`src/verilog/sram_pkg.sv`:
```
package sram_pkg;

  // ------------------------------------------------------------------
  // feature sram geometry
  // ------------------------------------------------------------------

  // one read returns one word of this width
  localparam int unsigned MEM_W = 64;
  // interleaved banks, full word low bits pick the bank
  localparam int unsigned BANKS = 2;
  localparam int unsigned BANK_W = $clog2(BANKS);
  // per-bank row address
  localparam int unsigned ROW_W = 15;
  // request tag carried end to end
  localparam int unsigned TAG_W = 8;
  // accepted read -> rvalid, in cycles, always in order
  localparam int unsigned READ_LATENCY = 2;

  typedef logic [MEM_W-1:0]  mem_word_t;
  typedef logic [BANK_W-1:0] bank_t;
  typedef logic [ROW_W-1:0]  row_addr_t;
  typedef logic [TAG_W-1:0]  tag_t;

  // single-beat read request toward the sram
  typedef struct packed {
    bank_t     bank;
    row_addr_t row;
    tag_t      tag;
  } mem_req_t;

endpackage
```
`src/verilog/fetch_pkg.sv`:
```
package fetch_pkg;
  import sram_pkg::*;

  // ------------------------------------------------------------------
  // tile grid and feature layout
  // ------------------------------------------------------------------

  localparam int unsigned TILES_X = 16;
  localparam int unsigned TILES_Y = 8;
  localparam int unsigned FEAT_W = 256;
  // sram words per feature vector
  localparam int unsigned BEATS = FEAT_W / MEM_W;
  // first full word of the feature area
  localparam int unsigned BASE_ADDR_WORD = 256;
  // burst command buffer between encoder and reader
  localparam int unsigned CMDQ_DEPTH = 2;

  localparam int unsigned TILE_ROW_W = $clog2(TILES_Y);
  localparam int unsigned TILE_COL_W = $clog2(TILES_X);
  // full word = {row, bank}, bank in the low bits
  localparam int unsigned FULL_WORD_W = ROW_W + BANK_W;
  // must reach BEATS itself, hence the +1
  localparam int unsigned BEAT_CNT_W = $clog2(BEATS + 1);

  typedef logic [TILE_ROW_W-1:0]  tile_row_t;
  typedef logic [TILE_COL_W-1:0]  tile_col_t;
  typedef logic [FULL_WORD_W-1:0] full_word_t;
  typedef logic [BEAT_CNT_W-1:0]  beat_cnt_t;
  typedef logic [FEAT_W-1:0]      feat_vec_t;

  typedef struct packed {
    tile_row_t row;
    tile_col_t col;
    tag_t      tag;
  } tile_req_t;

  typedef struct packed {
    full_word_t base_word;
    tag_t       tag;
  } burst_cmd_t;

  typedef struct packed {
    feat_vec_t vec;
    tag_t      tag;
  } feat_out_t;

endpackage

```
`src/verilog/tile_burst_fetch_top.sv`:
```
`timescale 1ns/1ps
`default_nettype none

module tile_burst_fetch_top
  import sram_pkg::*;
  import fetch_pkg::*;
(
  input  logic      clk,
  input  logic      arst_n,

  // tile requests
  input  logic      req_valid,
  output logic      req_ready,
  input  tile_req_t req,

  // sram read requests
  output logic      mem_req_valid,
  input  logic      mem_req_ready,
  output mem_req_t  mem_req,

  // sram read data
  input  logic      mem_rvalid,
  input  mem_word_t mem_rdata,

  // packed features
  output logic      feat_valid,
  input  logic      feat_ready,
  output feat_out_t feat
);

  // ------------------------------------------------------------------
  // encoder -> queue -> reader
  // ------------------------------------------------------------------

  logic       enc_cmd_valid;
  logic       enc_cmd_ready;
  burst_cmd_t enc_cmd;

  logic       q_cmd_valid;
  logic       q_cmd_ready;
  burst_cmd_t q_cmd;

  tile_addr_encode u_enc (
    .clk       (clk),
    .arst_n    (arst_n),
    .req_valid (req_valid),
    .req_ready (req_ready),
    .req       (req),
    .cmd_valid (enc_cmd_valid),
    .cmd_ready (enc_cmd_ready),
    .cmd       (enc_cmd)
  );

  // absorbs encoder output while the reader is busy
  fetch_cmd_queue u_queue (
    .clk      (clk),
    .arst_n   (arst_n),
    .wr_valid (enc_cmd_valid),
    .wr_ready (enc_cmd_ready),
    .wr_cmd   (enc_cmd),
    .rd_valid (q_cmd_valid),
    .rd_ready (q_cmd_ready),
    .rd_cmd   (q_cmd)
  );

  burst_reader u_reader (
    .clk           (clk),
    .arst_n        (arst_n),
    .cmd_valid     (q_cmd_valid),
    .cmd_ready     (q_cmd_ready),
    .cmd           (q_cmd),
    .mem_req_valid (mem_req_valid),
    .mem_req_ready (mem_req_ready),
    .mem_req       (mem_req),
    .mem_rvalid    (mem_rvalid),
    .mem_rdata     (mem_rdata),
    .feat_valid    (feat_valid),
    .feat_ready    (feat_ready),
    .feat          (feat)
  );

endmodule

`default_nettype wire

```
`src/verilog/burst_reader.sv`:
```
`timescale 1ns/1ps
`default_nettype none

module burst_reader
  import sram_pkg::*;
  import fetch_pkg::*;
(
  input  logic       clk,
  input  logic       arst_n,

  // burst command in
  input  logic       cmd_valid,
  output logic       cmd_ready,
  input  burst_cmd_t cmd,

  // per-beat sram read
  output logic       mem_req_valid,
  input  logic       mem_req_ready,
  output mem_req_t   mem_req,

  // sram return, fixed latency, no back-pressure
  input  logic       mem_rvalid,
  input  mem_word_t  mem_rdata,

  // packed feature out
  output logic       feat_valid,
  input  logic       feat_ready,
  output feat_out_t  feat
);

  // idle: wait for a command
  // issue: one read per beat
  // drain: all reads sent, returns still due
  // hold: feature presented until accepted
  typedef enum logic [1:0] {
    ST_IDLE,
    ST_ISSUE,
    ST_DRAIN,
    ST_HOLD
  } state_t;

  state_t state;

  // ------------------------------------------------------------------
  // burst state
  // ------------------------------------------------------------------

  // full word of the beat being issued
  full_word_t cur_word;
  tag_t       tag_q;
  // beats accepted by the sram
  beat_cnt_t  issue_cnt;
  // words returned so far, also the next lane
  beat_cnt_t  ret_cnt;
  feat_vec_t  vec_q;

  logic cmd_fire;
  logic mem_fire;
  logic ret_fire;
  logic issue_last;
  logic ret_last;

  assign cmd_ready = (state == ST_IDLE);
  assign cmd_fire  = cmd_valid && cmd_ready;

  assign mem_req_valid = (state == ST_ISSUE);
  assign mem_fire      = mem_req_valid && mem_req_ready;

  // returns only count while a burst is outstanding
  assign ret_fire = mem_rvalid && ((state == ST_ISSUE) || (state == ST_DRAIN));

  assign issue_last = (issue_cnt == beat_cnt_t'(BEATS - 1));
  assign ret_last   = (ret_cnt == beat_cnt_t'(BEATS - 1));

  // bank from the low bits, row from the rest
  assign mem_req.bank = cur_word[BANK_W-1:0];
  assign mem_req.row  = cur_word[FULL_WORD_W-1:BANK_W];
  assign mem_req.tag  = tag_q;

  assign feat_valid = (state == ST_HOLD);
  assign feat.vec   = vec_q;
  assign feat.tag   = tag_q;

  // ------------------------------------------------------------------
  // control
  // ------------------------------------------------------------------

  always_ff @(posedge clk or negedge arst_n) begin
    if (!arst_n) begin
      state     <= ST_IDLE;
      issue_cnt <= '0;
      ret_cnt   <= '0;
    end else begin
      unique case (state)
        ST_IDLE: begin
          if (cmd_fire) begin
            issue_cnt <= '0;
            ret_cnt   <= '0;
            state     <= ST_ISSUE;
          end
        end
        ST_ISSUE: begin
          // early returns overlap with the later beats
          if (ret_fire) ret_cnt <= ret_cnt + 1'b1;
          if (mem_fire) begin
            issue_cnt <= issue_cnt + 1'b1;
            if (issue_last) state <= ST_DRAIN;
          end
        end
        ST_DRAIN: begin
          if (ret_fire) begin
            ret_cnt <= ret_cnt + 1'b1;
            // last lane filled, present next cycle
            if (ret_last) state <= ST_HOLD;
          end
        end
        ST_HOLD: begin
          if (feat_ready) state <= ST_IDLE;
        end
        default: state <= ST_IDLE;
      endcase
    end
  end

  // ------------------------------------------------------------------
  // datapath
  // ------------------------------------------------------------------

  always_ff @(posedge clk) begin
    if (cmd_fire) begin
      cur_word <= cmd.base_word;
      tag_q    <= cmd.tag;
    end else if (mem_fire) begin
      // consecutive full words, bank alternates
      cur_word <= cur_word + 1'b1;
    end
    // beat 0 lands in the lowest word
    if (ret_fire) vec_q[ret_cnt * MEM_W +: MEM_W] <= mem_rdata;
  end

endmodule

`default_nettype wire

```
`src/verilog/fetch_cmd_queue.sv`:
```
`timescale 1ns/1ps
`default_nettype none

module fetch_cmd_queue
  import fetch_pkg::*;
(
  input  logic       clk,
  input  logic       arst_n,

  // write side, from the encoder
  input  logic       wr_valid,
  output logic       wr_ready,
  input  burst_cmd_t wr_cmd,

  // read side, to the burst reader
  output logic       rd_valid,
  input  logic       rd_ready,
  output burst_cmd_t rd_cmd
);

  localparam int unsigned PTR_W = $clog2(CMDQ_DEPTH);
  localparam int unsigned CNT_W = $clog2(CMDQ_DEPTH + 1);

  // storage
  burst_cmd_t mem [CMDQ_DEPTH];

  logic [PTR_W-1:0] wr_ptr;
  logic [PTR_W-1:0] rd_ptr;
  // occupancy, 0..CMDQ_DEPTH
  logic [CNT_W-1:0] count;

  logic wr_fire;
  logic rd_fire;

  // full only when every slot holds a command
  assign wr_ready = (count != CNT_W'(CMDQ_DEPTH));
  assign rd_valid = (count != '0);
  assign wr_fire  = wr_valid && wr_ready;
  assign rd_fire  = rd_valid && rd_ready;

  // head entry straight from storage
  assign rd_cmd = mem[rd_ptr];

  always_ff @(posedge clk or negedge arst_n) begin
    if (!arst_n) begin
      wr_ptr <= '0;
      rd_ptr <= '0;
      count  <= '0;
    end else begin
      // pointers wrap naturally, depth is a power of two
      if (wr_fire) wr_ptr <= wr_ptr + 1'b1;
      if (rd_fire) rd_ptr <= rd_ptr + 1'b1;
      // simultaneous read and write leaves count unchanged
      if (wr_fire && !rd_fire) begin
        count <= count + 1'b1;
      end else if (rd_fire && !wr_fire) begin
        count <= count - 1'b1;
      end
    end
  end

  always_ff @(posedge clk) begin
    if (wr_fire) mem[wr_ptr] <= wr_cmd;
  end

endmodule

`default_nettype wire

```
`src/verilog/tile_addr_encode.sv`:
```
`timescale 1ns/1ps
`default_nettype none

module tile_addr_encode
  import fetch_pkg::*;
(
  input  logic       clk,
  input  logic       arst_n,

  // tile request in
  input  logic       req_valid,
  output logic       req_ready,
  input  tile_req_t  req,

  // burst command out
  output logic       cmd_valid,
  input  logic       cmd_ready,
  output burst_cmd_t cmd
);

  // ------------------------------------------------------------------
  // address arithmetic
  // ------------------------------------------------------------------

  // linear tile index, row major
  full_word_t tile_idx;
  // first full word of this tile's feature
  full_word_t base_word;

  logic       req_fire;
  logic       cmd_fire;
  logic       valid_q;
  burst_cmd_t cmd_q;

  // row * tiles-per-row + col
  assign tile_idx = full_word_t'(req.row) * full_word_t'(TILES_X)
                  + full_word_t'(req.col);

  // every tile owns BEATS consecutive full words
  assign base_word = full_word_t'(BASE_ADDR_WORD)
                   + tile_idx * full_word_t'(BEATS);

  // ------------------------------------------------------------------
  // one-entry output register
  // ------------------------------------------------------------------

  // accept when empty, or when the held command leaves this cycle
  assign req_ready = !valid_q || cmd_ready;
  assign req_fire  = req_valid && req_ready;
  assign cmd_fire  = valid_q && cmd_ready;

  always_ff @(posedge clk or negedge arst_n) begin
    if (!arst_n) begin
      valid_q <= 1'b0;
    end else if (req_fire) begin
      // new command replaces a draining one
      valid_q <= 1'b1;
    end else if (cmd_fire) begin
      valid_q <= 1'b0;
    end
  end

  // payload only moves on an accepted request
  always_ff @(posedge clk) begin
    if (req_fire) begin
      cmd_q.base_word <= base_word;
      cmd_q.tag       <= req.tag;
    end
  end

  assign cmd_valid = valid_q;
  assign cmd       = cmd_q;

endmodule

`default_nettype wire

```
`config.mk`:
```
export PLATFORM = sky130hd
export DESIGN_NAME = tile_burst_fetch_top
export DESIGN_NICKNAME = d
export VERILOG_FILES = /design/src/verilog/sram_pkg.sv /design/src/verilog/fetch_pkg.sv /design/src/verilog/tile_burst_fetch_top.sv /design/src/verilog/burst_reader.sv /design/src/verilog/fetch_cmd_queue.sv /design/src/verilog/tile_addr_encode.sv
export SDC_FILE = /design/constraint.sdc
export NUM_CORES = 1
export LEC_CHECK = 0
export ABC_AREA = 1
export BUFFER_PORTS_ARGS = -buffer_cell sky130_fd_sc_hd__buf_2
export CORE_ASPECT_RATIO = 0.9
export CORE_MARGIN = 10
export CORE_UTILIZATION = 56
export DETAILED_ROUTE_END_ITERATION = 12
export PLACE_DENSITY = 0.95
export SETUP_SLACK_MARGIN = 0.05
export SYNTH_ARGS = -nofsm -noshare
export SYNTH_HDL_FRONTEND = slang
export SYNTH_SLANG_ARGS = --single-unit
```
`constraint.sdc`:
```
create_clock -name clk -period 7.7 [get_ports clk]
set_input_delay 1.155 -clock clk [delete_from_list [all_inputs] [get_ports clk]]
set_output_delay 1.155 -clock clk [all_outputs]
set_load 0.1 [all_outputs]
```
Yosys cells after proc, flatten, opt, wreduce, memory -nomap -nowiden. Memories as Yosys holds them, arrays and structs flattened. Index checks and enable logic that the tools add are counted.

Reduce and logical (&&, ||, !) cells: 23. Magnitude comparators: 0. Multiplexer cells: 21. Add/subtract/negate cells: 10. Div/mod/pow operators: 0. $mul: 0. Eq/ne operators: 13. Bitwise operators: 0. Shifts and indexed selects: 2.

Operators with widths (count): $bwmux 256 (1); $shift 64x34->256 const A (1); $shiftx 64x34->256 (1); $neg 9->34 (1); $mux 16 (2); $add 16x1->16 const B (1); $add 9x16->16 const A (1); $mux 2 (8); $pmux 3 s2 (2); $reduce_bool 2->1 (6); $mux 3 (3); $add 7x4->8 (1); $ne 2x1->1 const B (4); $ne 2x2->1 const B (4); $pmux 2 s4 (1); $logic_and 1x1->1 (7); $add 3x1->3 const B (2); $eq 3x2->1 const B (2); $reduce_and 3->1 (2); $reduce_and 6->1 (1); $eq 2x2->1 const B (2); $mux 1 (4); $logic_not 1->1 (3); $add 1x1->1 const B (2); 6 further kinds (7).

Memories: 1. Memory bits (writable): 48. Bits of input ports: 85. Register bits after elaboration: 317. Memory bits (read-only): 0. Logic and storage cells: 82. Bits in latches: 0. Output and inout port bits: 291.

Memory list: u_queue.mem (words 2, bits a word 24, rd ports 1, clocked after memory_dff 0, write ports 1, RTL line fetch_cmd_queue.sv:25) `burst_cmd_t mem [CMDQ_DEPTH];`.

Logic depth before layout (Yosys ltp).
Depth in word-level cells: 6. Mapped depth: 10. Mapped depth without buffers: 9.

Hierarchy. From an unflattened synthesis, not the netlist that was laid out.

Cells, all modules: 1096. Area, all modules: 14730.4 µm².

Modules (own cells, without submodules): burst_reader (area an instance 12097.9 µm², instances 1, cells an instance 910, sequential area each 8608.3 µm²); fetch_cmd_queue (area an instance 2039.5 µm², instances 1, cells an instance 154, sequential area each 1541.5 µm²); tile_addr_encode (area an instance 593.1 µm², instances 1, cells an instance 32, sequential area each 505.5 µm²).

Least setup slack after synthesis. No wires, ideal clock.

Path type: reg2reg. Start: reg, netlist name u_reader.ret_cnt[0]. End: reg u_reader.vec_q[0] (enable). Cell stages (with the launch flop): 10. Arrival time: 4.323 ns. Path buffers: 3. Setup slack: 2.890 ns. Setup time: 0.487 ns. Required time: 7.213 ns. Period minus slack after synthesis: 4.810 ns. Cells stage by stage: dfrtp_1 > inv_1 > ha_1 > ha_1 > buf_2 > nor2_1 > nand2_1 > buf_2 > buf_6 > nor2_1.

RTL lines: to (signal, indexed assignment) (RTL line burst_reader.sv:138) `if (ret_fire) vec_q[ret_cnt * MEM_W +: MEM_W] <= mem_rdata;`; to (decl) (RTL line burst_reader.sv:55) `feat_vec_t vec_q;`.

==> impl_metrics.yaml <==
outcome:
  outcome: "finished clean"
power_and_ir_drop:
  power_density_nw_per_um2: 453
  power.switching_w: 0.00352
  max-vdd-ir-drop_mv: 0.614
  p_leak_nw: 6.74
  seq_power_share_pct: 35.5
  clkPwrFrac_pct: 23.7
  pwr-share-comb_pct: 40.8
  p_int_w: 0.00398
  swShare_pct: 46.9
worst_setup_path:
  arrival_ns: 3.18
  r2r_setup_slack_ns: 4.66
  r2r_cells: 5
  endpoint_kind: "register"
  r2r-start: "u_reader.ret_cnt[0]$_DFFE_PN0P_"
  rr_endpoint: "u_reader.vec_q[207]$_DFFE_PP_"
  startpoint_type: "register"
  crit_type: "reg2reg"
  crit_fanout: 70
  worstPathRequired_ns: 7.84
timing:
  tightestPinTransition_ns: 0.997
  fin_worst_skew_ns: 0.0153
  post-route-min-period_ns: 3.04
  fin_ws_ns: 4.66
  grt_setup_unrepaired: "no"
  setup_viol: 0
  drv_slew: 0
  fin_setup_tns_ns: 0
  fin_crit_sh_pct: 39.5
  holdWs_ns: 0.441
  hold_viol: 0
  max-slew-margin-rel_pct: 33.5
  fmax_ghz: 0.329
job:
  drv_cap: 0
place:
  place_congestion: 0.895
  pre_cts_ws_ns: 4.48
  dpl.hpwl_um: 30000
  place_area_sq_um: 15300
  port_buffers: 375
clock_tree:
  clockRootBuffer: "clkbuf_16"
  post-cts-setup-buffers: 0
  clkLatencyLatePin_ns: 0.50
  post_cts_resized: 0
  path_clk_slew_ns: 0.06
  cts_tree: "yes"
  cts_max_level: 2
  clock-sinks: 341
  cts_buffer_depth: 3
  hold_buffers: 0
  cts_buffers: 35
floorplan:
  die-area_sq_um: 30200
  pin_count: 376
  core_sq_um: 23300
  die_w_um: 182
  rows: 53
  start_util_pct: 56.8
  die_y_um: 166
detailed_routing:
  post_drt_wl_per_cell_um: 24.9
  routed_wl_um: 43100
  vias_per_cell: 5.73
  vias: 9941
  initialDrtViolationCount: 1412
  drc_errors: 0
  firstDrtPassIters: 5
  drtAntennaViolNets: 0
synthesis:
  syn_area_sq_um: 13300
  synth_nets: 1130
  netlist_instances: 1028
  synthDistinctLibCells: 29
  ys_ff_latch: 341
  yosys_warnings: 0
  yosysSeqAreaShare_pct: 76.8
  syn_area_per_cell_sq_um: 12.9
grt:
  overflow: 0
  grt_usage_pct: 27.6
  antenna_found_initial: 10
  grt_pass1_wl_um: 63600
  grt_max_degree: 71
  grt_pass1_vias: 10111
cells_and_area:
  nets: 1501
  fillers: 1501
  fin_area_sq_um: 16500
  drive_gt1_share_pct: 32.1
  syn2layout_area_growth_pct: 24.9
min_path:
  hp-start: "u_enc.cmd[7]$_DFFE_PP_"
  min_to: "u_queue.mem[1][7]$_DFFE_PP_"
  hp-class: "reg2reg"
  min_path_cells: 0
[per-layer routing]
metal / part of all wire [%] / wire [um] / global-route usage, % / vias up
met5: 0.030 / 13 / 0 / -
met4: 5.0 / 2170 / 13.3 / 2
met3: 14 / 5890 / 9.52 / 147
met2: 48 / 20700 / 44.3 / 857
met1: 33 / 14300 / 32.7 / 4745
li1: - / - / - / 4190
[sequential cells by signal, summed over array words and instances (netlist names), 2 cells and up]
name and count:
u_enc.cmd 16, u_queue.count 2, u_queue.mem 32, u_reader.cur_word 16, u_reader.issue_cnt 3, u_reader.ret_cnt 3, u_reader.state 2, u_reader.tag_q 8
u_reader.vec_q 256
[power by group through the flow]
stage	Clock, W	Combinational (W)	Sequential [W]
floorplan	0	0.00114	0.00399
global placement	0	0.00294	0.00266
detailed placement	0	0.00302	0.00268
CTS	0.00178	0.00304	0.00265
global route	0.00186	0.00320	0.00269
finish	0.00177	0.00306	0.00266
[cell type report]
cell class	instances	area, sq um	area share [%]
timing repair buffer	387	1970	11.9
clock inverter	20	253	1.53
sequential	341	10200	61.5
antenna	9	22.5	0.136
tap	302	378	2.28
multi-input combinational	531	2420	14.6
inverter	103	387	2.34
clock buffer	41	941	5.69
[layout by cell type (no fill, tap or decap), types with 6 or more instances in the layout]
| master | count |
|---|---|
| buf_4 | 12 |
| dfrtp_1 | 12 |
| clkinv_1 | 7 |
| or2_2 | 6 |
| diode_2 | 9 |
| clkbuf_16 | 37 |
| nor2_1 | 223 |
| nor3_1 | 66 |
| nand2_1 | 157 |
| bufinv_16 | 6 |
| ha_1 | 17 |
| edfxtp_1 | 328 |
| nand3_1 | 16 |
| inv_1 | 101 |
| buf_2 | 375 |
| o21ai_0 | 8 |
[worst max path at each step]
stage                                    startpoint                       endpoint  cells past startpoint
finish              u_reader.ret_cnt[0]$_DFFE_PN0P_  u_reader.vec_q[207]$_DFFE_PP_                      5
detailed placement                       mem_rvalid  u_reader.vec_q[243]$_DFFE_PP_                      4
global placement                         mem_rvalid  u_reader.vec_q[216]$_DFFE_PP_                      4
global route        u_reader.ret_cnt[0]$_DFFE_PN0P_  u_reader.vec_q[218]$_DFFE_PP_                      5
floorplan           u_reader.ret_cnt[0]$_DFFE_PN0P_    u_reader.vec_q[0]$_DFFE_PP_                      9
CTS                 u_reader.ret_cnt[0]$_DFFE_PN0P_  u_reader.vec_q[243]$_DFFE_PP_                      5
[per-stage QoR]
stage | std cells | total power (W) | util, %
after floorplan | 1028 | 0.00513 | -
after global placement | 1664 | 0.00559 | 65.7
after detailed placement | 1664 | 0.00570 | 65.7
after CTS | 1725 | 0.00748 | 70.8
after global routing | 1733 | 0.00774 | 70.9
final | 1734 | 0.00750 | 70.9
[cells by family (layout without fill, tap and decap cells)]
logic type               Yosys count  in the layout  synth area share [%]
AND/OR/NAND/NOR                  482            482                  14.7
flip-flops                       341            341                  76.8
buffers and inverters            156            551                  5.26
AO/OA/AOI/OAI                     26             26                  1.22
adder cells (fa/ha/maj)           17             17                  1.60
XOR/XNOR                           5              5                 0.330
multiplexers                       1              1                0.0755
other                              0              9                     0
[worst max-delay path, stage by stage, from the launching register on]
cell	delay, ns
dfrtp_2	0.35
buf_4	0.65
ha_1	0.27
nand2_1	0.09
nor2_4	0.66
buf_4	0.60
[synth_stat cells]
cell | count | share of area (%)
nor2_4 | 1 | 0.085
a21oi_1 | 5 | 0.19
clkbuf_1 | 7 | 0.20
dfrtp_1 | 13 | 2.5
edfxtp_1 | 328 | 74
xnor2_1 | 1 | 0.066
xor2_1 | 4 | 0.26
o22ai_1 | 2 | 0.094
nand3_1 | 16 | 0.60
o21ai_0 | 8 | 0.30
buf_4 | 9 | 0.51
ha_1 | 17 | 1.6
nand4_1 | 3 | 0.14
nor2_1 | 227 | 6.4
mux2i_1 | 1 | 0.076
nand3_2 | 1 | 0.076
inv_2 | 2 | 0.057
a21boi_0 | 1 | 0.057
or2_2 | 6 | 0.28
buf_2 | 32 | 1.2
o31ai_1 | 1 | 0.057
o211ai_1 | 5 | 0.28
nand3b_1 | 1 | 0.057
nand2_1 | 160 | 4.5
buf_6 | 5 | 0.42
nor3_1 | 67 | 2.5
o21ai_1 | 3 | 0.11
inv_1 | 101 | 2.9
a21oi_4 | 1 | 0.12
(Power assumes the default switching activity.)
